### src/rtl/mfp_debouncer.sv
`timescale 1ns/100ps
`default_nettype none

module mfp_debouncer #(
    parameter int WIDTH           = 6,
    parameter int DEBOUNCE_CYCLES = 500000
) (
    input  logic             clk,
    input  logic             rst,
    input  logic [WIDTH-1:0] sw_in,
    output logic [WIDTH-1:0] sw_out
);

    localparam int CNT_W = $clog2(DEBOUNCE_CYCLES + 1);

    logic [WIDTH-1:0] sync_0, sync_1;
    logic [CNT_W-1:0] stable_cnt [WIDTH];

    always_ff @(posedge clk) begin
        if (rst) begin
            sync_0 <= '1;
            sync_1 <= '1;
            sw_out <= '1;  // keys read high when not pressed.
            for (int i = 0; i < WIDTH; i++) begin
                stable_cnt[i] <= '0;
            end
        end else begin
            sync_0 <= sw_in;
            sync_1 <= sync_0;
            for (int i = 0; i < WIDTH; i++) begin
                if (sync_1[i] == sw_out[i]) begin
                    stable_cnt[i] <= '0;  // any return to the old level restarts the wait.
                end else if (stable_cnt[i] == CNT_W'(DEBOUNCE_CYCLES - 1)) begin
                    sw_out[i]     <= sync_1[i];
                    stable_cnt[i] <= '0;
                end else begin
                    stable_cnt[i] <= stable_cnt[i] + 1'b1;
                end
            end
        end
    end

endmodule

`default_nettype wire

### config.mk
export PLATFORM = sky130hd
export DESIGN_NAME = mfp_debouncer
export DESIGN_NICKNAME = d
export VERILOG_FILES = /design/src/rtl/mfp_debouncer.sv
export SDC_FILE = /design/constraint.sdc
export NUM_CORES = 1
export LEC_CHECK = 0
export BUFFER_PORTS_ARGS = -buffer_cell sky130_fd_sc_hd__clkbuf_2
export CAP_MARGIN = 20
export CORE_AREA = 2 2 116 118
export DETAILED_ROUTE_END_ITERATION = 10
export DIE_AREA = 0 0 118 120
export GPL_ROUTABILITY_DRIVEN = 0
export PLACE_DENSITY = 0.7
export SYNTH_ARGS = -nofsm -noshare
export SYNTH_HDL_FRONTEND = slang
export SYNTH_SLANG_ARGS = --single-unit
### constraint.sdc
create_clock -name clk -period 2.6 [get_ports clk]
set_input_delay 0.13 -clock clk [delete_from_list [all_inputs] [get_ports clk]]
set_output_delay 0.13 -clock clk [all_outputs]
set_load 0.01 [all_outputs]
=== Yosys cells after proc, flatten, opt, wreduce, memory -nomap -nowiden ===
Memory sizes are Yosys's and may differ from the RTL's.
Index checks and enable logic that the tools add are counted.

* Register bits: 18
* RAM bits: 114
* Output and inout port bits: 6
* Logic and storage cells: 143
* Memories: 1

* Add/sub/neg operators: 6
* Equality and inequality tests: 12
* Multiplexer cells: 86
* Bitwise operators: 24
* Reductions and logical operators: 6

{| class="wikitable"
|+ Memory list
! memory !! depth !! bits a word !! rd ports !! clocked after Yosys merged registers in !! wr ports !! RTL line !! text
|-
| stable_cnt || 6 || 19 || 6 || 0 || 6 || 17 || <nowiki>logic [CNT_W-1:0] stable_cnt [WIDTH];</nowiki>
|}

{| class="wikitable"
|+ Operators by type and width
! operator !! number
|-
| 19-bit 2-to-1 mux || 18
|-
| 19-bit by 1-bit adder with 19-bit output, second input constant || 6
|-
| 19-bit == test, second input constant || 6
|-
| 1-bit 2-to-1 mux || 68
|-
| 1-bit OR || 18
|-
| 2-bit AND reduction || 6
|-
| 1-bit == test || 6
|-
| 1-bit NOT || 6
|}

=== Longest topological paths before layout ===
* Depth in word-level cells: 7
* Gate-level depth with buffers: 7
* Mapped depth without buffers: 5

=== Worst setup path after synthesis ===
Ideal clock, no wire load.

* Kind: reg-to-reg
* Start point: memory stable_cnt[3][5] (netlist name)
* End point: memory stable_cnt[3][5] (netlist name) (data pin)
* Library setup time: 0.254 ns
* Arrival: 1.925 ns
* Data required time: 2.346 ns
* Path slack: 0.421 ns
* Cell stages (with the launch flop): 6
* Buffers on the path: 1
* Period minus slack after synthesis: 2.179 ns
* Path through: edfxtp_1 > or4b_1 > or4_4 > o21bai_4 > buf_6 > nor2_1

{| class="wikitable"
|+ RTL lines
! item !! RTL line
|-
| start, declared || 17
|}

==> reports/metrics.yaml <==
sta:
  period_needed_ps: 2345
  worst_slew_pin_slew_ps: 499.2
  relSlewSlack: 0.6646
  clock_skew_ps: 5.968
  clock.fmax_mhz: 426.4
  period_share: 0.9020
  rsz0062_at_grt: "no"
  hold_viol_final: 0
  timing.final.max_slew_violations: 0
  fin_tns_setup_ps: 0
  finalSetupViolCount: 0
floorplan:
  start_util: 0.5334
  core_area_um2: 12980
  rows: 42
  die_h_um: 120
  die_area_um2: 14160
  fp.dieW_um: 118
  top_level_ports: 14
final_layout:
  final_nets: 812
  num-fill-cells: 1099
  drive_gt1_frac: 0.08889
  final_cell_area_um2: 8237
  multiInputGateArea_um2: 3400
  antenna_cells: 0
  regArea_um2: 3784
  syn_to_final_growth_pct: 18.98
routing:
  drt-initial-drc-count: 265
  vias: 5080
  antenna_left: 0
  drt-pass1-iter-count: 4
  drcViolationCount: 0
  wl_per_cell_um: 12.68
  routed_wl_um: 12500
  routed_via_density: 5.152
yosys:
  synth_ff_type: "edfxtp_1"
  synth_cell_types: 46
  synth.avg_cell_area_um2: 10.57
  synth_edf_count: 114
  ys_ff_latch: 132
  synth_async_sr_flop_share: 0
  syn-cell-area_um2: 6923
  synthCells: 655
  ys_seq_area_frac: 0.5465
  yosys_warnings: 0
clock_network:
  htree_levels: 4
  clockRootBuffer: "clkbuf_16"
  cts_sinks: 132
  clkLatencyLatePin_ps: 410
  cts_resized: 0
  clockBufferDepth: 2
  cts_buffers: 17
  cts_tree: "done"
  clk_pin_slew_ps: 60
pwr:
  p_int_uw: 3851
  combPwrFrac: 0.038
  p_sw_uw: 1049
  swShare: 0.2140
  power_density_nw_per_um2: 594.9
  p_leak_uw: 0.002837
  seqPwrFrac: 0.507
  peakVddDrop_v: 0.0005504
  clockPowerShare: 0.455
place:
  port_buffers: 13
  hpwl_um: 8800
  place_area_um2: 7630
worst_hold_path:
  hp-class: "input pin to flop"
  hold_path.startpoint: "rst"
worst_setup_path:
  required_ps: 2750
  critPathLaunch: "stable_cnt[3][11]$_SDFFCE_PN0P_"
  crit_arrival_ps: 2500
  start_kind: "flop"
  end_kind: "flop"
  r2r_start: "stable_cnt[3][11]$_SDFFCE_PN0P_"
  critPathKind: "flop to flop"
  crit_fanout: 17
flow_run:
  cap_violations: 0
outcome:
  status: "complete, no violations"
grt:
  antenna_found_initial: 0
  grt_pass1_wl_um: 21630
  grt_max_degree: 19
  grt_remaining_overflow: 0
  grt_util_all_layers: 0.1895
  grt_pass1_vias: 4958
[Yosys cell counts (all sizes together), types with 13 or more instances]
library cell	count	area share
xor2	48	0.061
dfxtp	18	0.052
nor3	13	0.0094
clkbuf	14	0.0078
or2	13	0.012
o21ai	20	0.014
or3	13	0.012
a21oi	25	0.018
nand3	41	0.030
nand2	38	0.021
edfxtp	114	0.49
inv	20	0.011
xnor2	35	0.044
or4	17	0.020
nor2	100	0.054
nand4	39	0.037
[per-stage QoR]
stage	setup slack [ps]	total power (µW)	std cells	utilization	hold slack, ps
global route	174.8	5081	986	0.6346	142.4
CTS	261.8	4949	986	0.6346	128.1
finish	254.9	4900	986	0.6346	146.3
global placement	359.3	2689	949	0.5878	315.9
detailed placement	260.5	2700	949	0.5878	314.8
floorplan	420.8	2641	768	-	233.8
[cell families (layout without fill, tap and decap cells)]
| kind of cell | after synthesis | count (layout) | synth area share |
|---|---|---|---|
| buffers and inverters | 40 | 82 | 0.02368 |
| AO/OA/AOI/OAI | 63 | 63 | 0.05458 |
| adder cells (fa/ha/maj) | 6 | 6 | 0.01084 |
| AND/OR/NAND/NOR | 330 | 330 | 0.2588 |
| XOR/XNOR | 83 | 83 | 0.1050 |
| other | 1 | 114 | 0.0005417 |
| flip-flops | 132 | 132 | 0.5465 |
[critical path, cell delays in order (launching register included)]
cell and delay [ps]:
edfxtp_1 500, or4b_1 550, or4_4 560, o21bai_4 370, nor2_1 100
[layout by cell type, fill, tap and decap left out, types with 20 or more instances in the layout]
cell type,count
a21oi_1,25
conb_1,114
edfxtp_1,114
inv_1,20
nand2_1,38
nand3_1,40
nand4_1,38
nor2_1,100
xnor2_1,35
xor2_1,48
[path summary, 6_finish.rpt]
kind	cells after the start	slack (ps)	endpoint
setup / recovery	4	250	stable_cnt[3][14]$_SDFFCE_PN0P_
hold / removal	4	150	sw_out[4]$_SDFFE_PP1P_
setup reg to reg	4	250	stable_cnt[3][14]$_SDFFCE_PN0P_
hold reg to reg	1	410	sync_1[5]$_SDFF_PP1_
[power groups by stage]
stage	clock, µW	combinational (µW)	sequential (µW)
3_3_place_gp	0	170	2520
6_report	2230	187	2480
4_1_cts	2280	183	2480
5_1_grt	2370	217	2500
2_1_floorplan	0	146	2500
3_5_place_dp	0	174	2530
[state kept, by name (all words and copies together) (netlist names)]
| name | cells |
|---|---|
| stable_cnt | 114 |
| sync_1 | 6 |
| sw_out | 6 |
| sync_0 | 6 |
[area by class of cell]
type	instances	share of cell area
multi-input cells	596	0.4127
flip-flops and latches	132	0.4594
repair buffers	30	0.02522
well taps	176	0.02674
inverters	21	0.009570
clock inverters	13	0.01428
clock buffers	18	0.05210
[per-layer routing]
| metal | vias to the layer above | GRT usage | wire, µm |
|---|---|---|---|
| met2 | 85 | 0.3245 | 6232 |
| met5 | - | 0 | 0 |
| met1 | 2376 | 0.2262 | 5677 |
| li1 | 2599 | - | - |
| met3 | 20 | 0.05086 | 414 |
| met4 | 0 | 0.07982 | 177 |
[timing repair]
| action | in CTS | in global routing |
|---|---|---|
| endpoints found under the hold margin | 6 | 0 |
| buffers inserted | 0 | 0 |
| hold buffers | 6 | 0 |
Note: power is estimated with default switching activity, not from simulation.
