==> config.mk <==
export PLATFORM = sky130hd
export DESIGN_NAME = mfp_wb_arbiter
export DESIGN_NICKNAME = d
export VERILOG_FILES = /design/src/rtl/mfp_pkg.sv /design/src/rtl/mfp_wb_arbiter.sv
export SDC_FILE = /design/constraint.sdc
export NUM_CORES = 1
export LEC_CHECK = 0
export ABC_CLOCK_PERIOD_IN_PS = 2200
export CAP_MARGIN = 20
export CORE_AREA = 2 2 130 132
export DETAILED_ROUTE_END_ITERATION = 8
export DIE_AREA = 0 0 132 134
export DONT_BUFFER_PORTS = 1
export GPL_ROUTABILITY_DRIVEN = 1
export PLACE_DENSITY = 0.4
export SLEW_MARGIN = 15
export SYNTH_ARGS = -nofsm -noshare
export SYNTH_HDL_FRONTEND = slang
export SYNTH_SLANG_ARGS = --single-unit
==> constraint.sdc <==
create_clock -name clk -period 2.2 [get_ports clk]
set_input_delay 0.11 -clock clk [delete_from_list [all_inputs] [get_ports clk]]
set_output_delay 0.11 -clock clk [all_outputs]
set_load 0.02 [all_outputs]
==> src/rtl/mfp_pkg.sv <==
`default_nettype none

package mfp_pkg;

    // ##################################################
    // wishbone bus types
    // ##################################################

    typedef logic [15:0] wb_addr_t;  // bit 15 picks the slave, 0 is RAM and 1 is GPIO.
    typedef logic [31:0] wb_data_t;

    typedef struct packed {
        logic     cyc;
        logic     stb;
        logic     we;
        wb_addr_t adr;
        wb_data_t dat;
    } wb_req_t;

    typedef struct packed {
        logic     ack;
        wb_data_t dat;
    } wb_rsp_t;

    // ##################################################
    // uart commands and address map
    // ##################################################

    localparam logic [7:0] CMD_WRITE = 8'h57;  // followed by 2 address and 4 data bytes.
    localparam logic [7:0] CMD_READ  = 8'h52;  // followed by 2 address bytes.

    localparam logic [14:0] GPIO_LED_WORD = 15'd0;
    localparam logic [14:0] GPIO_IN_WORD  = 15'd1;

    localparam wb_addr_t LOG_BASE = 16'h00C0;  // first word of the 64 slot event log.

endpackage

`default_nettype wire

==> src/rtl/mfp_wb_arbiter.sv <==
`timescale 1ns/100ps
`default_nettype none

module mfp_wb_arbiter (
    input  logic             clk,
    input  logic             rst,
    input  mfp_pkg::wb_req_t m0_req,
    output mfp_pkg::wb_rsp_t m0_rsp,
    input  mfp_pkg::wb_req_t m1_req,
    output mfp_pkg::wb_rsp_t m1_rsp,
    output mfp_pkg::wb_req_t s0_req,
    input  mfp_pkg::wb_rsp_t s0_rsp,
    output mfp_pkg::wb_req_t s1_req,
    input  mfp_pkg::wb_rsp_t s1_rsp
);

    typedef enum logic [1:0] {G_IDLE, G_M0, G_M1} grant_t;

    grant_t            grant;
    logic              last_m1;  // set when m1 was served last.
    logic              live;
    mfp_pkg::wb_req_t  req_g;
    mfp_pkg::wb_rsp_t  rsp_sel;

    // ##################################################
    // grant
    // ##################################################

    always_ff @(posedge clk) begin
        if (rst) begin
            grant   <= G_IDLE;
            last_m1 <= 1'b0;
        end else begin
            case (grant)
                G_IDLE: if (m0_req.cyc && (!m1_req.cyc || last_m1)) begin
                    grant   <= G_M0;
                    last_m1 <= 1'b0;
                end else if (m1_req.cyc) begin
                    grant   <= G_M1;
                    last_m1 <= 1'b1;
                end
                G_M0: if (!m0_req.cyc) grant <= G_IDLE;
                G_M1: if (!m1_req.cyc) grant <= G_IDLE;
                default: grant <= G_IDLE;
            endcase
        end
    end

    // ##################################################
    // request decode and response return
    // ##################################################

    // stb is held back while the registered ack is on its way to the master.
    assign live    = (grant != G_IDLE) && !m0_rsp.ack && !m1_rsp.ack;
    assign req_g   = (grant == G_M1) ? m1_req : m0_req;
    assign rsp_sel = req_g.adr[15] ? s1_rsp : s0_rsp;

    always_comb begin
        s0_req     = req_g;
        s1_req     = req_g;
        s0_req.cyc = req_g.cyc && live && !req_g.adr[15];
        s0_req.stb = req_g.stb && live && !req_g.adr[15];
        s1_req.cyc = req_g.cyc && live && req_g.adr[15];
        s1_req.stb = req_g.stb && live && req_g.adr[15];
    end

    always_ff @(posedge clk) begin
        if (rst) begin
            m0_rsp.ack <= 1'b0;
            m1_rsp.ack <= 1'b0;
        end else begin
            m0_rsp.ack <= (grant == G_M0) && rsp_sel.ack;
            m1_rsp.ack <= (grant == G_M1) && rsp_sel.ack;
            m0_rsp.dat <= rsp_sel.dat;
            m1_rsp.dat <= rsp_sel.dat;
        end
    end

endmodule

`default_nettype wire

======== Word level (Yosys, flattened, before mapping) ========
Cells that the tools add are included.
W data, S select, Z words.
word-level totals
  output and inout bits ................... 168
  flip-flop bits (word level) ............. 37
  input bits .............................. 170
operators by class
  reduce and logical (&&, ||, !) cells .... 21
  eq/ne operators ......................... 5
  multiplexer cells ....................... 9
operator list
  kind                  number
  $mux W51              1
  $mux W33              1
  $logic_and A1 B1 Y1   11
  $mux W2               4
  $pmux W2 S3           1
  $logic_not A1 Y1      4
  $ne A2 B2 Y1 const B  2
  $reduce_bool A2 Y1    2
  $ne A3 B3 Y1 const B  1
  $reduce_and A3 Y1     1
  $eq A2 B1 Y1 const B  1
  $eq A2 B2 Y1 const B  1
  $logic_not A2 Y1      1
  $mux W1               2
  $reduce_and A2 Y1     1
  $logic_or A1 B1 Y1    1

======== Depth between registers and ports, before layout ========
  depth after elaboration ................. 5
  mapped depth ............................ 7
  mapped depth without buffers ............ 4

======== Least setup slack after synthesis ========
No wires, ideal clock.
  kind .................................... reg2out
  start point ............................. register grant[1]
  end point ............................... output port s0_req[49] (netlist bit)
  stages on the path, launching flop included .. 7
  data required time ...................... 2.090 ns
  setup slack ............................. 0.427 ns
  buffers on the path ..................... 2
  data arrival time ....................... 1.663 ns
  cells stage by stage .................... dfxtp_1 > nor2b_4 > buf_6 > mux2i_4 > buf_6 > inv_1 > nor2_1
RTL lines
  item                    line                  source
  from (decl)             mfp_wb_arbiter.sv:19  grant_t grant;
  from (signal assigned)  mfp_wb_arbiter.sv:31  grant <= G_IDLE;
  from (signal assigned)  mfp_wb_arbiter.sv:36  grant <= G_M0;
  from (signal assigned)  mfp_wb_arbiter.sv:39  grant <= G_M1;
  to (decl)               mfp_wb_arbiter.sv:11  output mfp_pkg::wb_req_t s0_req,

==> impl_metrics.ini <==
[die]
io_pins = 338
rows = 47
design.core.area_sq_um = 16300
die_x_um = 132
initial_core_util = 0.180
dieArea_sq_um = 17700
fp.dieH_um = 134

[critical_path]
reg2reg_from = grant[0]$_SDFFE_PP0P_
reg2reg_slack_ns = 0.43
cp-startpoint = grant[0]$_SDFFE_PP0P_
arrival_ns = 1.87
required_ns = 2.09
worstSetupPathType = register to output pin
worstRegToRegCells = 4
endpoint_kind = output pin
crit_end = s0_req[50]
worstReg2RegEnd = m1_rsp[21]$_DFFE_PN_
critPathMaxFanout = 18
critPathLaunchType = register

[logic_synthesis]
synth_seq_cells = 37
async_reset_ff_frac = 0
synth_fp_nets = 407
yosys.area_share.adder = 0
synth_enable_flop_cells = 32
netlist_top_cells_area = edfxtp_1 (33%), buf_4 (21%), mux2_2 (20%)
avgSynthCellArea_sq_um = 12.4
synth.cell_area_sq_um = 2940
synth_top_family_by_area = multiplexers
yosysTopAreaCell = edfxtp_1
synth_xor_area_frac = 0
synth_ff_type = edfxtp_1
synthCells = 237
synth_warnings = 0
synthDistinctLibCells = 25
synth_compound_area_frac = 0.0141
yosys.area_share.simple = 0.0341
synth_mux_area_frac = 0.352
synth.top_cell.area_share = 0.327
yosysSeqAreaShare = 0.361

[clocking]
cts_inserted_buffers = 5
postCtsSetupBuffers = 0
clk_pin_slew_ns = 0.06
cts_tree = built
clockBufferDepth = 2
htree_num_levels = 2
worstSkewPairLatency_ns = 0.28
root_buffer = clkbuf_16
clock-sinks = 37

[routing]
routed_wl_mm = 7.49
num_vias = 1538
wl_per_cell_um = 19.3
drc = 0
dr.pass1.iters = 4
ant_nets = 0
via_per_inst = 3.97
drt_iter0_drc = 47

[grt]
gr-usage-all-layers = 0.0706
use_met3 = 0.0408
gr-usage-met2 = 0.106
grt_max_degree = 49
busiest_layer = met2
first_global_vias = 1493
grt_pass1_wl_mm = 9.14
antenna_found_initial = 0
grt-ovfl-total = 0
use_met1 = 0.0833

[timing]
fin_crit_ns = 1.98
maxSlewViolCount = 0
fmax_mhz = 506
slew_headroom = 0.708
fin_crit_sh = 0.898
fin_skew_ns = 0.00614
final-hold-violation-count = 0
tightestPinTransition_ns = 0.440
fin_tns_setup_ns = 0
rsz0062_at_grt = no
setup_viol = 0

[cells_and_area]
instances_no_fill = 387
mostFrequentLayoutCells = mux2_2 (53), edfxtp_1 (32), mux2_4 (27)
mostFrequentLayoutCell = mux2_2
final_nets = 336
fillerInstances = 1789
drive_gt1_frac = 0.587
num_antenna_cells = 0
syn_to_final_growth_pct = -3.45

[job]
drv_cap = 0

[pwr]
peakVddDrop_uv = 249
switching_power_w = 0.000807
leakagePower_nw = 0.989
seq_power_share = 0.416
comb_power_share = 0.241
swShare = 0.340
p_per_area_nw_per_um2 = 837
pwr-share-clk = 0.342
p_int_w = 0.00157
power_w = 0.00237

[place]
hpwlAfterDp_mm = 5.84
dp_cells = 373
gp_congestion = 0.843
port_buffers = 0

[run_status]
run_status = complete, no violations

[hold_path]
hold_class = primary input to register
holdCritStartpoint = m1_req[50]
metal layers:
layer	routed length, um	up-vias
met5	0	-
met4	113	0
met3	885	11
met2	3540	161
met1	2950	756
li1	-	610
area by class of cell:
type                    count  area (sq um)  area share
repair buffers             13           144      0.0508
flip-flops and latches     37          1060       0.375
well taps                 220           275      0.0971
clock inverters             3          41.3      0.0146
inverters                   3          11.3     0.00397
multi-input cells         106          1180       0.415
clock buffers               5           125      0.0441
synthesized netlist by cell type (all sizes together), types with 2 or more instances:
library cell  instances
o21ai                 2
dfxtp                 5
mux2i                 2
inv                   3
nand2                 2
edfxtp               32
buf                  91
mux2                 80
nand3b                2
nor2                  6
nand2b                2
a211o                 2
repair_timing:
item / in CTS / in global routing
hold buffers: 5 / 0
resized for setup: 0 / 2
endpoints found under the hold margin: 5 / 0
endpoints found under the setup margin: 0 / 98
worst min path at each step:
stage | end | cells after the start | slack, ns
after floorplan | last_m1$_SDFFE_PP0P_ | 1 | 0.18
after global placement | last_m1$_SDFFE_PP0P_ | 1 | 0.18
after detailed placement | last_m1$_SDFFE_PP0P_ | 1 | 0.19
after CTS | m0_rsp[32]$_SDFF_PP0_ | 3 | 0.02
after global routing | m0_rsp[32]$_SDFF_PP0_ | 3 | 0.01
final | grant[1]$_SDFFE_PP0P_ | 2 | 0.03
flip-flops by register name, indices dropped and copies added (netlist names):
register  count
m1_rsp       33
last_m1       1
grant         2
m0_rsp        1
through the flow:
step / util / hold WS [ns] / worst slack [ns] / instance area [sq um]
after floorplan: - / 0.179 / 0.427 / 2940
after global placement: 0.159 / 0.181 / 0.431 / 2590
after global routing: 0.174 / 0.0137 / 0.0579 / 2840
final: 0.174 / 0.0273 / 0.224 / 2840
after CTS: 0.172 / 0.0190 / 0.0639 / 2810
after detailed placement: 0.159 / 0.191 / 0.372 / 2590
worst max-delay path, stage by stage, from the launching register on:
cell	delay, ns
dfxtp_1	0.41
nor2b_4	0.20
mux2i_4	0.32
buf_12	0.22
inv_1	0.15
nor2_1	0.13
buf_4	0.14
power by group through the flow:
| stage | clock (W) | combinational [W] | sequential, W |
|---|---|---|---|
| after global routing | 0.000877 | 0.000597 | 0.000997 |
| after detailed placement | 0 | 0.000557 | 0.00100 |
| final | 0.000812 | 0.000573 | 0.000988 |
| after global placement | 0 | 0.000552 | 0.00100 |
| after CTS | 0.000841 | 0.000564 | 0.000989 |
| after floorplan | 0 | 0.000723 | 0.000925 |
logic make-up after synthesis:
family,Yosys count
muxes,82
AOI/OAI and AO/OA,6
DFF,37
and+or+nand+nor,18
buffers and inverters,94
Note: power is estimated with default switching activity, not from simulation.
