$ cat config.mk
export PLATFORM = sky130hd
export DESIGN_NAME = mfp_gpio
export DESIGN_NICKNAME = d
export VERILOG_FILES = /design/src/rtl/mfp_pkg.sv /design/src/rtl/mfp_gpio.sv
export SDC_FILE = /design/constraint.sdc
export NUM_CORES = 1
export LEC_CHECK = 0
export BUFFER_PORTS_ARGS = -buffer_cell sky130_fd_sc_hd__clkbuf_2
export CORE_MARGIN = 1.5
export CORE_UTILIZATION = 36
export DETAILED_ROUTE_END_ITERATION = 8
export GPL_ROUTABILITY_DRIVEN = 0
export PLACE_DENSITY = 0.92
export SLEW_MARGIN = 20
export SYNTH_ARGS = -nofsm -noshare
export SYNTH_HDL_FRONTEND = slang
export SYNTH_SLANG_ARGS = --single-unit
export TNS_END_PERCENT = 50
$ cat constraint.sdc
create_clock -name clk -period 3.7 [get_ports clk]
set_input_delay 0.185 -clock clk [delete_from_list [all_inputs] [get_ports clk]]
set_output_delay 0.185 -clock clk [all_outputs]
set_load 0.03 [all_outputs]
$ cat src/rtl/mfp_pkg.sv
`default_nettype none

package mfp_pkg;

    // ##################################################
    // wishbone bus types
    // ##################################################

    typedef logic [15:0] wb_addr_t;  // bit 15 picks the slave, 0 is RAM and 1 is GPIO.
    typedef logic [31:0] wb_data_t;

    typedef struct packed {
        logic     cyc;
        logic     stb;
        logic     we;
        wb_addr_t adr;
        wb_data_t dat;
    } wb_req_t;

    typedef struct packed {
        logic     ack;
        wb_data_t dat;
    } wb_rsp_t;

    // ##################################################
    // uart commands and address map
    // ##################################################

    localparam logic [7:0] CMD_WRITE = 8'h57;  // followed by 2 address and 4 data bytes.
    localparam logic [7:0] CMD_READ  = 8'h52;  // followed by 2 address bytes.

    localparam logic [14:0] GPIO_LED_WORD = 15'd0;
    localparam logic [14:0] GPIO_IN_WORD  = 15'd1;

    localparam wb_addr_t LOG_BASE = 16'h00C0;  // first word of the 64 slot event log.

endpackage

`default_nettype wire

$ cat src/rtl/mfp_gpio.sv
`timescale 1ns/100ps
`default_nettype none

module mfp_gpio (
    input  logic             clk,
    input  logic             rst,
    input  mfp_pkg::wb_req_t wb_req,
    output mfp_pkg::wb_rsp_t wb_rsp,
    input  logic [5:0]       inputs_db,
    output logic [7:0]       led
);

    logic        hit;
    logic [14:0] offset;

    assign hit    = wb_req.cyc && wb_req.stb && !wb_rsp.ack;
    assign offset = wb_req.adr[14:0];

    always_ff @(posedge clk) begin
        if (rst) begin
            wb_rsp.ack <= 1'b0;
            led        <= '0;
        end else begin
            wb_rsp.ack <= hit;
            if (hit && wb_req.we && offset == mfp_pkg::GPIO_LED_WORD) led <= wb_req.dat[7:0];
        end
    end

    // the input word is read only.
    always_ff @(posedge clk) begin
        case (offset)
            mfp_pkg::GPIO_LED_WORD: wb_rsp.dat <= {24'd0, led};
            mfp_pkg::GPIO_IN_WORD:  wb_rsp.dat <= {26'd0, inputs_db};
            default:                wb_rsp.dat <= '0;
        endcase
    end

endmodule

`default_nettype wire

## Word level (Yosys, flattened, before mapping)

Index checks and enable logic that the tools add are counted.

- Flip-flop bits (word level): 41
- Output and inout port bits: 41

- Equality and inequality tests: 1
- Mux-type cells: 1
- Reduce and logical (&&, ||, !) cells: 6

Operator list:

| kind | number |
|---|---|
| one-hot mux 8 bit (2 select lines) | 1 |
| equality test 15 x 1 -> 1 bit, second input constant | 1 |
| zero test 15 bit | 1 |
| logical AND 1 bit | 4 |
| zero test 1 bit | 1 |

## Depth between registers and ports, before layout

Gate-level depths: netlist (run 1).

- Word-level depth: 4
- Mapped depth: 5
- Depth with buffers taken out: 4

## Worst setup path before layout (run 1)

OpenSTA, ideal clock, no wires.

- Kind: input to register
- Start point: input port wb_req[42] in the netlist's numbering
- End point: register led[0]
- Setup time: 72 ps
- Arrival: 1,671 ps
- Data required time: 3,628 ps
- Slack: 1,957 ps
- Cell stages on the path: 5
- Cells stage by stage: or4_4 nor4_4 and3_1 buf_6 mux2i_1

- Cells in the longest elaborated chain, start to end: 2

Ends and longest elaborated chain:

| what | RTL line | source |
|---|---|---|
| start: declaration | mfp_gpio.sv:7 | `input mfp_pkg::wb_req_t wb_req,` |
| zero test 15 bit | mfp_gpio.sv:25 | `if (hit && wb_req.we && offset == mfp_pkg::GPIO_LED_WORD) led <= wb_req.dat[7:0];` |
| logical AND 1 bit | mfp_gpio.sv:25 |  |
| end signal: assignment | mfp_gpio.sv:25 |  |
| end: declaration | mfp_gpio.sv:10 | `output logic [7:0] led` |

No other way between the ends.
A chain may end at the register's enable or synchronous reset.

## Worst setup path in the final report (run 1)

Ends and elaborated chain as after synthesis.

==> results.sh, run 1 <==
export IMPL_status="completed"
export IMPL_cts_root_buffer="clkbuf_4"
export IMPL_hold_class="in -> reg"
export IMPL_synth_area_leaders="dfxtp_1 38%, buf_4 20%, nand2b_1 11%"
export IMPL_finalSetupViolations=0
export IMPL_slew_violations=0
export IMPL_power_share_switching=0.2921
export IMPL_area_growth_pct=22.91
export IMPL_timing_final_crit_period_ns=1.877
export IMPL_period_share=0.5072
export IMPL_synth_top_area_cell="dfxtp_1"
export IMPL_dp_cells=163
export IMPL_ys_ff_latch=17
export IMPL_die_w_um=52.57
export IMPL_core_um2=2276
export IMPL_io_pins=100
export IMPL_syn_inst=88
export IMPL_n_antenna_cell=0
export IMPL_fin_cells=167
export IMPL_wl_per_cell_um=10.67
export IMPL_intPower_uw=242.9
export IMPL_ant_nets=0
export IMPL_synth_warnings=0
export IMPL_clockPowerShare=0.286
export IMPL_grt_pass1_wl_mm=2.566
export IMPL_cts_inserted_buffers=3
export IMPL_fin_tns_setup_ns=0
export IMPL_busiest_layer="met2"
export IMPL_reg2reg_to="led[0]"
export IMPL_fillCellCount=205
export IMPL_die_area_um2=2764
export IMPL_cts_hold_buf=0
export IMPL_synth_cell_area_um2=884.6
export IMPL_yosysTopAreaCellShare=0.3847
export IMPL_total_power_uw=343.2
export IMPL_nets=199
export IMPL_path_max_fanout=9
export IMPL_finalHoldViolCount=0
export IMPL_grt_met2_usage=0.2458
export IMPL_clock_sinks=17
export IMPL_power_frac_seq=0.535
export IMPL_start_util=0.3887
export IMPL_multi_input_area_um2=435.4
export IMPL_grt_max_degree=18
export IMPL_tightest_slew_ns=0.8661
export IMPL_rr_worst_depth=3
export IMPL_p_comb_frac=0.179
export IMPL_synth_seq_area_share=0.3847
export IMPL_clk_latency_ns=0.29
export IMPL_dr_first_iter_drc_count=5
export IMPL_vias_per_cell=4.305
export IMPL_hold_start="inputs_db[3]"
export IMPL_relSlewSlack=0.4173
export IMPL_startpoint="wb_req[42]"
export IMPL_skew_ns=0.005351
export IMPL_finish_instance_area_um2=1087
export IMPL_clockBufferDepth=2
export IMPL_r2r_setup_slack_ns=2.49
export IMPL_leakagePower_uw=0.0005542
export IMPL_crit_arrival_ns=2.09
export IMPL_cts_setup_buffers=0
export IMPL_placed_area_um2=1061
export IMPL_ys_types=18
export IMPL_antenna_found_initial=0
export IMPL_switchingPower_uw=100.2
export IMPL_grtUsageTotal=0.1306
export IMPL_rsz0062_at_grt="no"
export IMPL_detailroute_via_count=719
export IMPL_worst_setup_path_end_kind="flop"
export IMPL_routed_wl_mm=1.782
export IMPL_cts_resized=0
export IMPL_layout_common_cells="50 x clkbuf_2, 24 x conb_1, 17 x dfxtp_1"
export IMPL_cts_tree="built"
export IMPL_drive_gt1_frac=0.4604
export IMPL_port_buffers=50
export IMPL_fp_dieH_um=52.57
export IMPL_final_common_cell="clkbuf_2"
export IMPL_p_per_area_nw_per_um2=315.6
export IMPL_cts_reportedPaths_clkPinSlew_ns=0.10
export IMPL_grtUsageMet3=0.02857
export IMPL_hold_path_cell_count=2
export IMPL_ir_drop_mv=0.1795
export IMPL_grt_overflow=0
export IMPL_critPathRequiredTime_ns=3.92
export IMPL_h_tree_depth=1
export IMPL_drc_errors=0
export IMPL_timing_rr_start="wb_rsp[32]"
export IMPL_start_kind="input port"
export IMPL_final_util=0.4777
export IMPL_critical_path_class="in -> reg"
export IMPL_regArea_um2=340.3
export IMPL_synth_area_per_cell_um2=10.05
export IMPL_timing_fmax_mhz=532.9
export IMPL_drt_pass1_iter_count=2
export IMPL_post_dp_hpwl_mm=1.451
export IMPL_min_to="wb_rsp[3]"
export IMPL_maxCapViolCount=0
export IMPL_rows=17
export IMPL_grtUsageMet1=0.1226
export IMPL_first_global_vias=588
-- sequential cells by signal (all words and copies together), names as in the netlist --
name    flops
wb_rsp      9
led         8
-- metal layers --
layer	vias to the layer above	routed length, um
li1	352	-
met1	312	673
met2	53	853
met3	2	236
met4	0	19
met5	-	0
-- how the worst max path moves through the flow --
stage / endpoint / slack [ns]
global placement: led[5] / 1.52
detailed placement: led[0] / 1.52
global route: led[7] / 1.68
floorplan: led[0] / 1.96
CTS: led[0] / 1.79
finish: led[0] / 1.82
-- cell type report --
cell class	count	share of cell area
tap	28	0.03222
timing repair buffer	50	0.2302
sequential	17	0.3130
multi-input combinational	68	0.4005
clock buffer	4	0.02417
-- per-stage QoR --
| step | hold WS, ns | worst slack (ns) |
|---|---|---|
| finish | 0.1091 | 1.823 |
| global route | 0.1057 | 1.678 |
| CTS | 0.1082 | 1.793 |
| detailed placement | 0.4081 | 1.517 |
| global placement | 0.4152 | 1.519 |
| floorplan | 0.3162 | 1.957 |
-- critical path, stage by stage --
cell	delay, ns
clkbuf_2	0.08
or4_4	0.55
nor4_4	0.50
and3_1	0.55
mux2i_1	0.24
-- power by group through the flow --
stage	registers, uW	logic, uW	clock network, uW
finish	184	61.6	98.0
global route	184	65.9	108
CTS	184	61.3	98.4
detailed placement	188	60.9	0
global placement	188	60.4	0
floorplan	189	60.1	0
-- logic make-up (layout without fill, tap and decap cells) --
group	count (synthesis)	count (layout)	share of synthesized area
other	1	24	0.004239
AND/OR/NAND/NOR	30	30	0.2320
flip-flops	17	17	0.3847
multiplexers	8	8	0.09053
AO/OA/AOI/OAI	6	6	0.06790
buffers and inverters	26	54	0.2206
-- cell usage after synthesis --
cell and n:
nand2b_1 16, and2_2 2, nor4_1 1, nor2_1 2, buf_4 24, nand2_1 2
conb_1 1, or3_1 1, mux2i_1 8, dfxtp_1 17, or4_4 2, or4_1 1
buf_6 1, clkbuf_1 1, and3_1 1, a22o_2 6, nor4_4 1, nor3_1 1
(Power assumes the default switching activity.)
==> run 2: changes to the inputs <==
--- a/config.mk
+++ b/config.mk
@@ -7,10 +7,10 @@
 export LEC_CHECK = 0
 export BUFFER_PORTS_ARGS = -buffer_cell sky130_fd_sc_hd__clkbuf_2
 export CORE_MARGIN = 1.5
-export CORE_UTILIZATION = 36
+export CORE_UTILIZATION = 33
 export DETAILED_ROUTE_END_ITERATION = 8
 export GPL_ROUTABILITY_DRIVEN = 0
-export PLACE_DENSITY = 0.92
+export PLACE_DENSITY = 0.86
 export SLEW_MARGIN = 20
 export SYNTH_ARGS = -nofsm -noshare
 export SYNTH_HDL_FRONTEND = slang
==> constraint.sdc (replaced) <==
create_clock -name clk -period 1.9 [get_ports clk]
set_input_delay 0.095 -clock clk [delete_from_list [all_inputs] [get_ports clk]]
set_output_delay 0.095 -clock clk [all_outputs]
set_load 0.03 [all_outputs]
==> run 2 against run 1 <==
  * Hold slack lost 0.088 ns
  * Core utilization decreased by 3.0 points
  * Sequential share of layout area decreased by 0.91 points
  * Clock-buffer cell count unchanged
  * Largest cell class unchanged
  * Clock power grew 90%
  * Critical path depth grew 1
  * Sequential power up 94%
  * Critical path type unchanged
  * Non-clock buffer count is 4 higher
==> results.sh, run 2 (synthesis gave the netlist of run 1 again) <==
export IMPL_leakagePower_uw=0.0005761
export IMPL_h_tree_depth=1
export IMPL_start_util=0.3539
export IMPL_core_um2=2500
export IMPL_hold_class="in -> reg"
export IMPL_dr_first_iter_drc_count=3
export IMPL_clk_latency_ns=0.29
export IMPL_area_growth_pct=26.59
export IMPL_n_antenna_cell=0
export IMPL_first_global_vias=625
export IMPL_die_area_um2=3000
export IMPL_fp_dieH_um=54.78
export IMPL_grt_overflow=0
export IMPL_grt_max_degree=18
export IMPL_path_max_fanout=6
export IMPL_grt_pass1_wl_mm=2.415
export IMPL_finalSetupViolations=0
export IMPL_cts_resized=0
export IMPL_final_common_cell="clkbuf_2"
export IMPL_worst_setup_path_end_kind="flop"
export IMPL_wl_per_cell_um=10.34
export IMPL_start_kind="input port"
export IMPL_largest_reg_flops=9
export IMPL_antenna_found_initial=0
export IMPL_cts_tree="built"
export IMPL_finalHoldViolCount=0
export IMPL_rsz0062_at_grt="no"
export IMPL_detailroute_via_count=748
export IMPL_slew_violations=0
export IMPL_drt_pass1_iter_count=4
export IMPL_clockBufferDepth=2
export IMPL_grtUsageTotal=0.1170
export IMPL_cts_setup_buffers=0
export IMPL_skew_ns=0.004397
export IMPL_critical_path_class="in -> reg"
export IMPL_cts_inserted_buffers=3
export IMPL_timing_fmax_mhz=691.1
export IMPL_nets=203
export IMPL_fin_cells=173
export IMPL_clock_sinks=17
export IMPL_p_per_area_nw_per_um2=591.8
export IMPL_status="completed"
export IMPL_fin_tns_setup_ns=0
export IMPL_ir_drop_mv=0.4373
export IMPL_maxCapViolCount=0
export IMPL_routed_wl_mm=1.788
export IMPL_cts_root_buffer="clkbuf_4"
export IMPL_crit_arrival_ns=1.66
export IMPL_post_dp_hpwl_mm=1.518
export IMPL_reg_largest_list="wb_rsp (9), led (8)"
export IMPL_port_buffers=50
export IMPL_rows=18
export IMPL_io_pins=100
export IMPL_drc_errors=0
export IMPL_total_power_uw=662.7
export IMPL_timing_final_crit_period_ns=1.447
export IMPL_ant_nets=0
export IMPL_cts_hold_buf=0
export IMPL_layout_common_cells="50 x clkbuf_2, 24 x conb_1, 17 x dfxtp_1"
export IMPL_largest_register="wb_rsp"
export IMPL_period_share=0.7615
export IMPL_critPathRequiredTime_ns=2.11
export IMPL_drive_gt1_frac=0.4755
export IMPL_dp_cells=169
export IMPL_die_w_um=54.78
export IMPL_cts_reportedPaths_clkPinSlew_ns=0.09
export IMPL_vias_per_cell=4.324
==> run 2: cell types whose count changed in the layout (fill, tap and decap cells not counted) <==
cell	previous run	this run
buf_4	0	4
==> run 2: report_power, final <==
group | internal (uW) | leakage, uW | switching (uW)
Combinational | 34.6 | 0.000424 | 84.4
Clock | 81.6 | 0.0000150 | 105
Sequential | 357 | 0.000137 | 0.638
Total | 473 | 0.000576 | 190
==> run 2: final timing paths <==
kind | start | endpoint | slack, ns | cells after the start
worst min-delay path | inputs_db[5] | wb_rsp[5] | 0.02 | 2
worst min register to register | wb_rsp[32] | wb_rsp[32] | 0.46 | 1
worst max-delay path | wb_req[42] | led[5] | 0.45 | 6
worst max register to register | wb_rsp[32] | led[5] | 0.83 | 4
==> run 2: final cells by class <==
cell class,instances,area [um^2]
fillers,228,1380
multi-input cells,68,435.4
flip-flops and latches,17,340.3
repair buffers,54,280.3
well taps,30,37.54
clock buffers,4,26.28
==> run 2: metal layers <==
metal	up-vias	routed length [um]	track usage
met4	0	32	0.1000
met3	4	242	0.01639
li1	359	-	-
met2	53	933	0.2361
met5	-	0	0
met1	332	580	0.09493
==> run 2: worst max-delay path, stage by stage <==
cell and delay (ns):
clkbuf_2 0.08, or4_4 0.55, nor4_4 0.32, and3_1 0.23, buf_4 0.18, mux2i_1 0.20
==> run 2: metrics by stage <==
step | cell area, um^2 | worst slack [ns] | util | hold slack, ns
floorplan | 970.9 | 0.2474 | - | 0.2262
CTS | 1120 | 0.4377 | 0.4479 | 0.01051
detailed placement | 1094 | 0.1445 | 0.4374 | 0.3128
global placement | 1094 | 0.1973 | 0.4374 | 0.3121
global route | 1120 | 0.3934 | 0.4479 | 0.01152
finish | 1120 | 0.4531 | 0.4479 | 0.02060
