==> config.mk <==
export PLATFORM = sky130hd
export DESIGN_NAME = mfp_event_logger
export DESIGN_NICKNAME = d
export VERILOG_FILES = /design/src/rtl/mfp_pkg.sv /design/src/rtl/mfp_event_logger.sv
export SDC_FILE = /design/constraint.sdc
export NUM_CORES = 1
export LEC_CHECK = 0
export BUFFER_PORTS_ARGS = -buffer_cell sky130_fd_sc_hd__buf_2
export CAP_MARGIN = 10
export CORE_MARGIN = 5
export CORE_UTILIZATION = 41
export CTS_CLUSTER_SIZE = 30
export DETAILED_ROUTE_END_ITERATION = 12
export PLACE_DENSITY = 0.75
export SLEW_MARGIN = 40
export SYNTH_ARGS = -nofsm -noshare
export SYNTH_HDL_FRONTEND = slang
export SYNTH_SLANG_ARGS = --single-unit
==> constraint.sdc <==
create_clock -name clk -period 2.48 [get_ports clk]
set_clock_uncertainty 0.1 [all_clocks]
set_input_delay 0.248 -clock clk [delete_from_list [all_inputs] [get_ports clk]]
set_output_delay 0.248 -clock clk [all_outputs]
set_load 0.1 [all_outputs]
==> src/rtl/mfp_pkg.sv <==
`default_nettype none

package mfp_pkg;

    // ##################################################
    // wishbone bus types
    // ##################################################

    typedef logic [15:0] wb_addr_t;  // bit 15 picks the slave, 0 is RAM and 1 is GPIO.
    typedef logic [31:0] wb_data_t;

    typedef struct packed {
        logic     cyc;
        logic     stb;
        logic     we;
        wb_addr_t adr;
        wb_data_t dat;
    } wb_req_t;

    typedef struct packed {
        logic     ack;
        wb_data_t dat;
    } wb_rsp_t;

    // ##################################################
    // uart commands and address map
    // ##################################################

    localparam logic [7:0] CMD_WRITE = 8'h57;  // followed by 2 address and 4 data bytes.
    localparam logic [7:0] CMD_READ  = 8'h52;  // followed by 2 address bytes.

    localparam logic [14:0] GPIO_LED_WORD = 15'd0;
    localparam logic [14:0] GPIO_IN_WORD  = 15'd1;

    localparam wb_addr_t LOG_BASE = 16'h00C0;  // first word of the 64 slot event log.

endpackage

`default_nettype wire

==> src/rtl/mfp_event_logger.sv <==
`timescale 1ns/100ps
`default_nettype none

module mfp_event_logger (
    input  logic             clk,
    input  logic             rst,
    input  logic             key_db,
    input  logic [5:0]       inputs_db,
    output mfp_pkg::wb_req_t wb_req,
    input  mfp_pkg::wb_rsp_t wb_rsp
);

    logic        key_q;
    logic        pending;
    logic [15:0] count;
    logic [5:0]  inputs_q;  // inputs as seen at the press.

    always_ff @(posedge clk) begin
        if (rst) begin
            key_q      <= 1'b1;
            pending    <= 1'b0;
            count      <= '0;
            wb_req.cyc <= 1'b0;
            wb_req.stb <= 1'b0;
        end else begin
            key_q <= key_db;

            if (!wb_req.cyc && pending) begin
                wb_req.cyc <= 1'b1;
                wb_req.stb <= 1'b1;
                wb_req.we  <= 1'b1;
                wb_req.adr <= mfp_pkg::LOG_BASE + {10'd0, count[5:0]};
                wb_req.dat <= {count, 10'd0, inputs_q};
                pending    <= 1'b0;
            end else if (wb_req.cyc && wb_rsp.ack) begin
                wb_req.cyc <= 1'b0;
                wb_req.stb <= 1'b0;
                count      <= count + 1'b1;
            end

            // a press during a bus cycle waits here until the bus is free.
            if (key_q && !key_db) begin
                pending  <= 1'b1;
                inputs_q <= inputs_db;
            end
        end
    end

endmodule

`default_nettype wire

# [Yosys cells after proc, flatten, opt, wreduce, memory -nomap -nowiden]
# Cells that the tools add are included.
[op_classes] n_reduce_logical=10 n_bitwise=2 n_mux=4 n_addsub=2
[ops] cell="$add A16 B1 Y16 const B" count=1
[ops] cell="$add A8 B6 Y9 const A" count=1
[ops] cell="$reduce_and A2 Y1" count=3
[ops] cell="$mux W2" count=2
[ops] cell="$reduce_bool A2 Y1" count=2
[ops] cell="$logic_and A1 B1 Y1" count=3
[ops] cell="$logic_not A1 Y1" count=2
[ops] cell="$mux W1" count=2
[ops] cell="$not A1 Y1" count=2
[word_totals] in_bits=42 ff_bits=64 wordCells=26 out_inout_bits=51

# [Logic depth before layout (Yosys ltp)]
# Gate-level depths: netlist of the first run.
[logic_depth] ltp_word=4 depth_mapped=5 ltp_nobuf=5

# [Worst setup path after synthesis of the first run]
# OpenSTA, ideal clock, no wires.
[synth_path] kind="reg2reg" startpoint="register wb_req[50] in the netlist's numbering" endpoint="register wb_req[0] in the netlist's numbering, enable pin" required_ns=1.947 slack_ns=-0.617 stages_incl_launch_ff=2 path_buffers=0 setup_time_ns=0.433 period_less_slack_ns=3.097 t_arrival_ns=2.564 cell_sequence="dfxtp_1 nor3b_1"
[synth_via] elab_chain_cells=3
[synth_lines] element="start, declared" line_no="mfp_event_logger.sv:9" source="output mfp_pkg::wb_req_t wb_req,"
[synth_lines] element="$logic_not A1 Y1" line_no="mfp_event_logger.sv:28" source="if (!wb_req.cyc && pending) begin"
[synth_lines] element="$logic_and A1 B1 Y1" line_no="mfp_event_logger.sv:28"
[synth_lines] element="$reduce_and A2 Y1 (no source line)"
# Every way passes these cells.
# A chain may end at the register's enable or synchronous reset.

# [Final worst setup path of the first run]
[layout_path] startpoint="register wb_req[50] in the netlist's numbering" endpoint="register count[11]"
[layout_via] elab_chain_cells=4 word_cells_on_any_way=5 classes_between="bitwise: 1; reduce/logical: 4"
[layout_lines] element="$logic_not A1 Y1" line_no="mfp_event_logger.sv:28"
[layout_lines] element="$logic_and A1 B1 Y1" line_no="mfp_event_logger.sv:28"
[layout_lines] element="$not A1 Y1 (no source line)"
[layout_lines] element="$reduce_and A2 Y1 (no source line) *"
[layout_lines] element="end signal, assigned" line_no="mfp_event_logger.sv:38" source="count <= count + 1'b1;"
[layout_lines] element="end, declared" line_no="mfp_event_logger.sv:15" source="logic [15:0] count;"
# Every way passes the cells marked *; elsewhere a longest branch is shown, timed or not.

==> metrics.yaml, run 1 <==
cp_cell_sequence: "nand3_4, nor4_1, a21oi_1, a31o_2"
synthAdderAreaFrac_pct: 0.657
core_area_um2: 4440
fin_crit_sh_pct: 73.2
max_freq_mhz: 551
crit_arrival_ns: 1.90
placed_area_um2: 2030
drt_wl_total_um: 2820
synth.area.mux_share_pct: 0
criticalPathCategory: "reg -> reg"
setup_slack_ns: 0.664
rows: 24
drv_cap: 0
ys_seq_area_share_pct: 64.1
placed_cells: 238
fp.dieW_um: 78.2
yosys.area_share.simple_pct: 14.1
vias: 1115
holdWs_ns: 0.0328
synthTopCellsByCount: "buf_4 (29), edfxtp_1 (28), dfxtp_1 (19)"
avgSynthCellArea_um2: 12.2
end_kind: "register"
p_total_mw: 1.63
finalSetupViolCount: 0
postCtsHoldBufs: 0
cts_buffer_depth: 2
cts_setup_buffers: 0
firstDrtPassIters: 3
fin_crit_ns: 1.82
hold_start: "inputs_db[0]"
finalWeightedCongestion: 0.729
antenna_found_initial: 0
initial_core_util_pct: 42.8
synth_area_um2: 1900
slew_viol_final: 0
ios: 93
cts_tree: "built"
setup_tns_ns: 0
die_h_um: 78.2
synth_compound_area_share_pct: 5.06
min_path_cells: 1
synth_top_area_share_pct: 44.2
yosysWarnings: 0
cts_root_buf: "clkbuf_8"
p_leak_nw: 0.846
fin_util_pct: 48.2
hold_path_end: "inputs_q[0]"
via_per_inst: 4.53
cts-buffers-inserted: 5
area_delta_synth_final_pct: 12.5
p_int_mw: 1.15
grt_pass1_vias: 1045
cp_slowest_cell: "nor4_1"
worstPathRequired_ns: 2.56
dieArea_um2: 6110
crit_fanout: 10
max_stage_delay_ns: 0.56
finalHoldViolCount: 0
ys.flop_type: "edfxtp_1"
cts.sinks: 47
regToRegStartpoint: "wb_req[50]"
nets: 236
drive_gt1_share_pct: 28.4
io_buffers: 39
p_sw_share_pct: 29.3
grt_pass1_wl_um: 4550
clkPwrFrac_pct: 32.1
register_area_um2: 1220
wl_per_cell_um: 11.5
yosysMostFrequentCell: "buf_4"
synth_xor_area_share_pct: 3.68
initialDrtViolationCount: 70
syn_inst: 156
powerDensity_nw_per_um2: 760
p_switching_uw: 477
clkLatencyLatePin_ns: 0.28
synth-edff-count: 28
synthArstFlopShare_pct: 0
htree_levels: 2
diodes: 0
pre_cts_ws_ns: 0.657
ant_nets: 0
design_area_um2: 2140
dp_hpwl_um: 2150
synth_top_family_by_area: "simple AND/OR/NAND/NOR gates"
timing.rr.end: "count[11]"
yosys-top-cells-area: "edfxtp_1 (44%), dfxtp_1 (20%), buf_4 (11%), a21oi_1 (2.4%), xor2_1 (2.3%)"
fin_cells: 246
grt.total_usage_pct: 9.31
reg2reg_setup_slack_ns: 0.66
n_fill_cell: 420
hp-class: "in -> reg"
ir_drop_mv: 0.289
cts_resized: 0
rsz0062_at_grt: "no"
worst_setup_path_start_kind: "register"
worstRegToRegCells: 4
seqPwrFrac_pct: 52.0
ys_ff_latch: 47
gr-total-overflow: 0
worst_pin_slew_ns: 0.575
maxSlewHeadroom_pct: 61.3
clk_pin_slew_worst_paths_ns: 0.08
synth_top_area_cell: "edfxtp_1"
outcome: "finished clean"
drc: 0
multiInputGateArea_um2: 531
grt_max_degree: 22
post_synth_num_cell_types: 31
p_comb_share_pct: 15.9
-- state kept, by name, indices dropped and copies added, names as in the netlist --
name      count
pending       1
count        16
inputs_q      6
key_q         1
wb_req       23
-- power by group through the flow --
stage	Clock, mW	Combinational (mW)	Sequential (mW)
4_1_cts	0.541	0.259	0.847
3_3_place_gp	0	0.258	0.864
3_5_place_dp	0	0.259	0.865
6_report	0.523	0.258	0.846
2_1_floorplan	0	0.214	0.916
5_1_grt	0.569	0.265	0.849
-- layout make-up --
cell class / count / share of cell area, %
clock buffer: 5 / 3.21
multi-input combinational: 96 / 24.8
inverter: 2 / 0.350
timing repair buffer: 41 / 9.81
clock inverter: 3 / 1.81
tap: 52 / 3.04
sequential: 47 / 57.0
-- worst max-delay path, delay by kind of cell, from the launching register on --
family | cells | cell delay [ns]
simple gates | 2 | 0.71
flops | 1 | 0.54
compound gates | 2 | 0.36
-- how the worst max path moves through the flow --
stage | slack, ns | startpoint | cells after the start | endpoint
after floorplan | 0.1 | wb_req[50] | 4 | count[14]
after global placement | 0.65 | wb_req[50] | 4 | count[11]
after detailed placement | 0.66 | wb_req[50] | 4 | count[11]
after CTS | 0.64 | wb_req[50] | 4 | count[11]
after global routing | 0.53 | wb_req[50] | 4 | count[11]
final | 0.66 | wb_req[50] | 4 | count[11]
-- cells in the final DEF (no fill, tap or decap), drive strengths merged, types with 2 or more instances in the layout --
cell,count
nor3,2
and2,2
nor2,11
or3,3
o21ai,4
nand2,11
nand3,6
xor2,5
or2,2
or4,3
inv,2
buf,41
dfxtp,19
o31ai,3
a21oi,9
nand4,3
edfxtp,28
xnor2,3
clkbuf,5
conb,21
clkinv,2
nand2b,2
-- routing by layer --
layer / vias to the layer above / GRT usage, % / wire [µm]
met5: - / 0 / 0
met2: 36 / 18.0 / 1470
met4: 0 / 3.15 / 38
met3: 5 / 2.75 / 203
met1: 502 / 9.49 / 1110
li1: 572 / - / -
-- cell families (layout without fill, tap and decap cells) --
family,count (synthesis),count (layout)
AOI/OAI and AO/OA,17,17
xor gates and xnor gates,8,8
adders and majority gates,1,1
buffers and inverters,32,51
DFF,47,47
other,2,21
and+or+nand+nor,49,49
(Power assumes the default switching activity.)
==> inputs of run 2 (changes only) <==
ABC_AREA = 1   (was not set)
CORE_UTILIZATION = 46   (was 41)
PLACE_DENSITY = 0.79   (was 0.75)
clock period = 1.8 ns   (was 2.48 ns; I/O delays follow)
==> metrics.yaml, run 2 <==
outcome: "finished clean"  # unchanged
ys_ff_latch: 47  # unchanged
critical_path.startpoint: "key_db"  # was wb_req[50]
worstRegToRegCells: 8  # was 4
synth_top_area_cell: "edfxtp_1"  # unchanged
yosys-top-cells-area: "edfxtp_1 (42%), dfxtp_1 (19%), buf_4 (11%), nand2_1 (5.1%), nor2_1 (4.7%)"  # was edfxtp_1 (44%), dfxtp_1 (20%), buf_4 (11%), a21oi_1 (2.4%), xor2_1 (2.3%)
cts_setup_buffers: 0  # unchanged
cts_tree: "built"  # unchanged
area_delta_synth_final_pct: 17.2  # was 12.5%
drive_gt1_share_pct: 26.8  # was 28.4%
yosysWarnings: 0  # unchanged
hp-class: "in -> reg"  # unchanged
largest_register_ffs: 23  # unchanged
slew_viol_final: 0  # unchanged
synth_area_um2: 2000  # was 1900 µm²
grt_pass1_vias: 1205  # was 1045
synthArstFlopShare_pct: 0  # unchanged
criticalPathCategory: "in -> reg"  # was reg -> reg
drc: 0  # unchanged
max_freq_mhz: 683
antenna_found_initial: 0  # unchanged
finalSetupViolCount: 0  # unchanged
regToRegStartpoint: "count[0]"  # was wb_req[50]
end_kind: "register"  # unchanged
core_area_um2: 4290  # was 4440 µm²
diodes: 0  # unchanged
clkLatencyLatePin_ns: 0.30  # was 0.28 ns
cts-buffers-inserted: 5  # unchanged
die_h_um: 75.9  # was 78.2 µm
timing.rr.end: "count[14]"  # was count[11]
top_regs: "wb_req: 23 flops, count: 16 flops, inputs_q: 6 flops"  # unchanged
path_depth: 5  # was 4
synthTopCellsByCount: "buf_4 (29), edfxtp_1 (28), nand2_1 (27)"  # was buf_4 (29), edfxtp_1 (28), dfxtp_1 (19)
htree_levels: 2  # unchanged
syn_inst: 191  # was 156
ys_seq_area_share_pct: 61.2  # was 64.1%
cp_slowest_cell: "dlygate4sd3_1"  # was nor4_1
drt_wl_total_um: 3480  # was 2820 µm
ys.flop_type: "edfxtp_1"  # unchanged
crit_family: "buffers and inverters"  # was simple AND/OR/NAND/NOR gates
nets: 277  # was 236
io_buffers: 39  # unchanged
gr-total-overflow: 0  # unchanged
clk_pin_slew_worst_paths_ns: 0.08  # about the same
crit_end: "inputs_q[1]"  # was count[11]
final_common_cell: "buf_2"  # unchanged
ios: 93  # unchanged
cts_root_buf: "clkbuf_8"  # unchanged
finalHoldViolCount: 0  # unchanged
rsz0062_at_grt: "no"  # unchanged
reg2reg_setup_slack_ns: 0.35  # was 0.66 ns
cts.sinks: 47  # unchanged
grt.total_usage_pct: 12.9  # was 9.31%
firstDrtPassIters: 4  # was 3
dp_hpwl_um: 2570  # was 2150 µm
ir_drop_mv: 0.504  # was 0.289 mV
grt_max_degree: 17  # was 22
worstPathRequired_ns: 1.65  # was 2.56 ns
postCtsHoldBufs: 7  # was 0
finalWeightedCongestion: 0.864  # was 0.729
dieArea_um2: 5760  # was 6110 µm²
p_total_mw: 2.46  # was 1.63 mW
cts_resized: 0  # unchanged
cp_cell_sequence: "dlygate4sd3_1, buf_2, inv_1, nand2_1, nor2_1"  # was nand3_4, nor4_1, a21oi_1, a31o_2
initialDrtViolationCount: 90  # was 70
rows: 24  # unchanged
grt_pass1_wl_um: 5500  # was 4550 µm
yosysMostFrequentCell: "buf_4"  # unchanged
fp.dieW_um: 75.9  # was 78.2 µm
most-common-layout-cells: "buf_2 (39), edfxtp_1 (28), nand2_1 (27)"  # was buf_2 (39), edfxtp_1 (28), conb_1 (21)
drv_cap: 0  # unchanged
powerDensity_nw_per_um2: 1050  # was 760 nW/µm²
vias: 1321  # was 1115
p_leak_nw: 0.978  # was 0.846 nW
via_per_inst: 4.60  # was 4.53
wl_per_cell_um: 12.1  # was 11.5 µm
fin_crit_sh_pct: 81.3
top_register: "wb_req"  # unchanged
max_stage_delay_ns: 0.53  # was 0.56 ns
cts_buffer_depth: 2  # unchanged
worst_setup_path_start_kind: "primary input"  # was register
initial_core_util_pct: 46.5  # was 42.8%
fin_crit_ns: 1.46
crit_fanout: 6  # was 10
synth-edff-count: 28  # unchanged
synth_top_area_share_pct: 42.1  # was 44.2%
avgSynthCellArea_um2: 10.5  # was 12.2 µm²
ant_nets: 0  # unchanged
crit_arrival_ns: 1.32  # was 1.90 ns
setup_tns_ns: 0  # unchanged
post_synth_num_cell_types: 25  # was 31
path_buf_inv: 3  # was 0
run 2: changes by cell type after synthesis, moves of 3 or more:
cell | previous run | this run
nand2_1 | 10 | 27
nor2_1 | 11 | 25
inv_1 | 2 | 14
nand2_2 | 1 | 5
xor2_1 | 5 | 1
nor2_2 | 0 | 3
o31ai_1 | 3 | 0
or4_1 | 3 | 0
xnor2_1 | 3 | 0
run 2: power by group:
| part | leakage [nW] | switching, mW | internal, mW |
|---|---|---|---|
| Sequential | 0.420 | 0.0122 | 1.16 |
| Clock | 0.0654 | 0.333 | 0.555 |
| Combinational | 0.493 | 0.362 | 0.0408 |
run 2: final cells by class:
| cell class | count | area, µm² |
|---|---|---|
| clock buffer | 6 | 72.6 |
| clock inverter | 2 | 60.1 |
| fill | 375 | 1950 |
| inverter | 16 | 60.1 |
| multi-input combinational | 117 | 576 |
| sequential | 47 | 1220 |
| tap | 52 | 65.1 |
| timing repair buffer | 47 | 285 |
run 2: worst min path at each step:
stage / from / to / cells past startpoint
2_1_floorplan: key_db / key_q / 2
3_3_place_gp: inputs_db[3] / inputs_q[3] / 1
3_5_place_dp: inputs_db[4] / inputs_q[4] / 1
4_1_cts: rst / count[11] / 2
5_1_grt: rst / count[0] / 2
6_report: rst / pending / 2
run 2: cells by family after synthesis:
family                   count (synthesis)  share of synthesized area [%]
flip-flops                              47                           61.2
AND/OR/NAND/NOR                         81                           19.7
XOR/XNOR                                 1                          0.439
adder cells (fa/ha/maj)                  1                          0.626
other                                    2                          0.376
buffers and inverters                   46                           14.2
AO/OA/AOI/OAI                           13                           3.51
run 2: worst register-to-register path: cells and delay by family (launching register included):
| kind | cells | cell delay (ns) |
|---|---|---|
| adder cells (fa/ha/maj) | 1 | 0.19 |
| flip-flops | 1 | 0.39 |
| AND/OR/NAND/NOR | 7 | 0.68 |
run 2: stage by stage:
| step | instance area [µm²] | worst slack (ns) | std cells | utilization [%] | hold slack [ns] |
|---|---|---|---|---|---|
| floorplan | 2080 | 0.0634 | 210 | - | 0.177 |
| global placement | 2140 | 0.407 | 272 | 49.8 | 0.258 |
| detailed placement | 2140 | 0.371 | 272 | 49.8 | 0.258 |
| CTS | 2340 | 0.335 | 287 | 54.5 | 0.124 |
| global route | 2340 | 0.201 | 287 | 54.5 | 0.130 |
| finish | 2340 | 0.336 | 287 | 54.5 | 0.119 |
run 2: layer usage:
metal  global-route usage [%]  share of wire (%)  vias to the layer above
met5                        0                  0                        -
met4                     5.83                2.0                        0
met3                     2.37                6.6                        8
met2                     23.8                 51                       38
met1                     14.3                 40                      611
li1                         -                  -                      664
==> inputs of run 3 (changes only) <==
clock period = 1.4 ns   (was 1.8 ns; I/O delays follow)
==> metrics.yaml, run 3 (synthesized netlist as in run 2, its figures left out) <==
max_stage_delay_ns: 0.38  # was 0.53 ns
io_buffers: 39  # unchanged
critical_path.startpoint: "count[0]"  # was key_db
worstRegToRegCells: 8  # unchanged
slew_viol_final: 0  # unchanged
gr-total-overflow: 0  # unchanged
cts_tree: "built"  # unchanged
htree_levels: 2  # unchanged
path_buf_inv: 0  # was 3
most-common-layout-cells: "buf_2 (37), edfxtp_1 (28), nand2_1 (26)"  # was buf_2 (39), edfxtp_1 (28), nand2_1 (27)
grt.total_usage_pct: 13.1  # was 12.9%
area_delta_synth_final_pct: 19.0  # was 17.2%
crit_arrival_ns: 1.46  # was 1.32 ns
grt_pass1_vias: 1219  # was 1205
placed_cells: 277  # was 272
ant_nets: 0  # unchanged
cts_buffer_depth: 2  # unchanged
hp-class: "in -> reg"  # unchanged
path_depth: 8  # was 5
vias: 1350  # was 1321
p_sw_share_pct: 31.9  # was 28.7%
worstPathRequired_ns: 1.49  # was 1.65 ns
initial_core_util_pct: 46.5  # unchanged
ir_drop_mv: 0.438  # was 0.504 mV
placed_area_um2: 2180  # was 2140 µm²
ios: 93  # unchanged
die_h_um: 75.9  # unchanged
end_kind: "register"  # unchanged
pre_cts_ws_ns: -0.00365  # was 0.371 ns
drive_gt1_share_pct: 32.1  # was 26.8%
design_area_um2: 2380  # was 2340 µm²
outcome: "finished clean"  # unchanged
largest_register_ffs: 23  # unchanged
n_fill_cell: 373  # was 375
reg2reg_setup_slack_ns: 0.03  # was 0.35 ns
cts_setup_buffers: 0  # unchanged
regToRegStartpoint: "count[0]"  # unchanged
crit_fanout: 3  # was 6
cts_root_buf: "clkbuf_8"  # unchanged
nets: 282  # was 277
seqPwrFrac_pct: 54.0  # was 47.6%
rows: 24  # unchanged
via_per_inst: 4.62  # was 4.60
timing.rr.end: "count[14]"  # unchanged
fin_crit_sh_pct: 97.7
diodes: 0  # unchanged
p_int_mw: 1.90  # was 1.75 mW
clk_pin_slew_worst_paths_ns: 0.08  # about the same
worst_setup_path_start_kind: "register"  # was primary input
criticalPathCategory: "reg -> reg"  # was in -> reg
cts-buffers-inserted: 5  # unchanged
powerDensity_nw_per_um2: 1170  # was 1050 nW/µm²
firstDrtPassIters: 4  # unchanged
fin_util_pct: 55.4  # was 54.5%
cts.sinks: 47  # unchanged
setup_tns_ns: 0  # unchanged
drc: 0  # unchanged
finalWeightedCongestion: 0.836  # was 0.864
cp_cell_sequence: "ha_4, nand2_2, nor2_2, nand2_2, nor2_4, nand3_1, nand2_1, nor2_1"  # was dlygate4sd3_1, buf_2, inv_1, nand2_1, nor2_1
crit_end: "count[14]"  # was inputs_q[1]
drv_cap: 0  # unchanged
max_freq_mhz: 731
fin_cells: 292  # was 287
initialDrtViolationCount: 116  # was 90
top_regs: "wb_req: 23 flops, count: 16 flops, inputs_q: 6 flops"  # unchanged
dp_hpwl_um: 2630  # was 2570 µm
clkPwrFrac_pct: 27.0  # was 36.1%
clkLatencyLatePin_ns: 0.30  # about the same
finalSetupViolCount: 0  # unchanged
fin_crit_ns: 1.37
top_register: "wb_req"  # unchanged
finalHoldViolCount: 0  # unchanged
p_comb_share_pct: 19.1  # was 16.4%
grt_max_degree: 17  # unchanged
core_area_um2: 4290  # unchanged
wl_per_cell_um: 12.8  # was 12.1 µm
fp.dieW_um: 75.9  # unchanged
setup_slack_ns: 0.0328  # was 0.336 ns
cp_slowest_cell: "dfxtp_2"  # was dlygate4sd3_1
grt_pass1_wl_um: 5460  # was 5500 µm
p_leak_nw: 0.985  # was 0.978 nW
final_common_cell: "buf_2"  # unchanged
p_switching_uw: 889  # was 707 µW
critPathMostFrequentCell: "nand2_2"
crit_family: "simple AND/OR/NAND/NOR gates"  # was buffers and inverters
dieArea_um2: 5760  # unchanged
drt_wl_total_um: 3750  # was 3480 µm
antenna_found_initial: 0  # unchanged
==> run 3: cell types whose count changed in the layout (fill, tap and decap cells not counted), moves of 2 or more <==
cell	change
clkbuf_4	+2
nor2_1	-3
dfxtp_4	+2
buf_4	+5
buf_2	-2
dfxtp_1	-2
bufinv_16	-2
nor2_2	+3
==> run 3: how the worst min path moves through the flow <==
| stage | start | end | cells after the start |
|---|---|---|---|
| global route | rst | pending | 2 |
| finish | rst | count[11] | 2 |
| CTS | rst | count[11] | 2 |
| detailed placement | inputs_db[0] | inputs_q[0] | 1 |
| floorplan | key_db | key_q | 2 |
| global placement | inputs_db[0] | inputs_q[0] | 1 |
==> run 3: timing repair <==
action / 4_1_cts / 5_1_grt
hold buffers: 7 / 0
hold endpoints to repair: 7 / 0
pin swaps: 2 / 3
gates cloned: 0 / 0
resized for setup: 3 / 11
setup endpoints to repair: 3 / 9
==> run 3: per-layer routing <==
layer	routed length, µm	GRT usage [%]	share of wire, %	up-vias
met3	274	1.58	7.3	13
met4	112	9.32	3.0	0
met5	0	0	0	-
met2	2020	23.5	54	58
li1	-	-	-	670
met1	1340	14.0	36	609
==> run 3: final cells by class <==
class	instances	area (µm²)	area share (%)
Inverter	16	60.1	2.53
Tap cell	52	65.1	2.74
Timing Repair Buffer	52	328	13.8
Sequential cell	47	1230	51.7
Multi-Input combinational cell	117	613	25.8
Clock buffer	7	76.3	3.21
Clock inverter	1	5.00	0.211
==> run 3: power by group through the flow <==
stage	clock network [mW]	registers, mW	logic, mW
floorplan	0	1.65	0.408
CTS	0.777	1.50	0.525
finish	0.752	1.50	0.532
global placement	0	1.53	0.504
global route	0.831	1.51	0.547
detailed placement	0	1.54	0.509
==> run 3: per-stage QoR <==
stage | total power, mW | hold WS, ns
final | 2.79 | 0.0825
after global routing | 2.89 | 0.0999
after CTS | 2.81 | 0.0689
after detailed placement | 2.04 | 0.219
after global placement | 2.04 | 0.217
after floorplan | 2.06 | 0.137
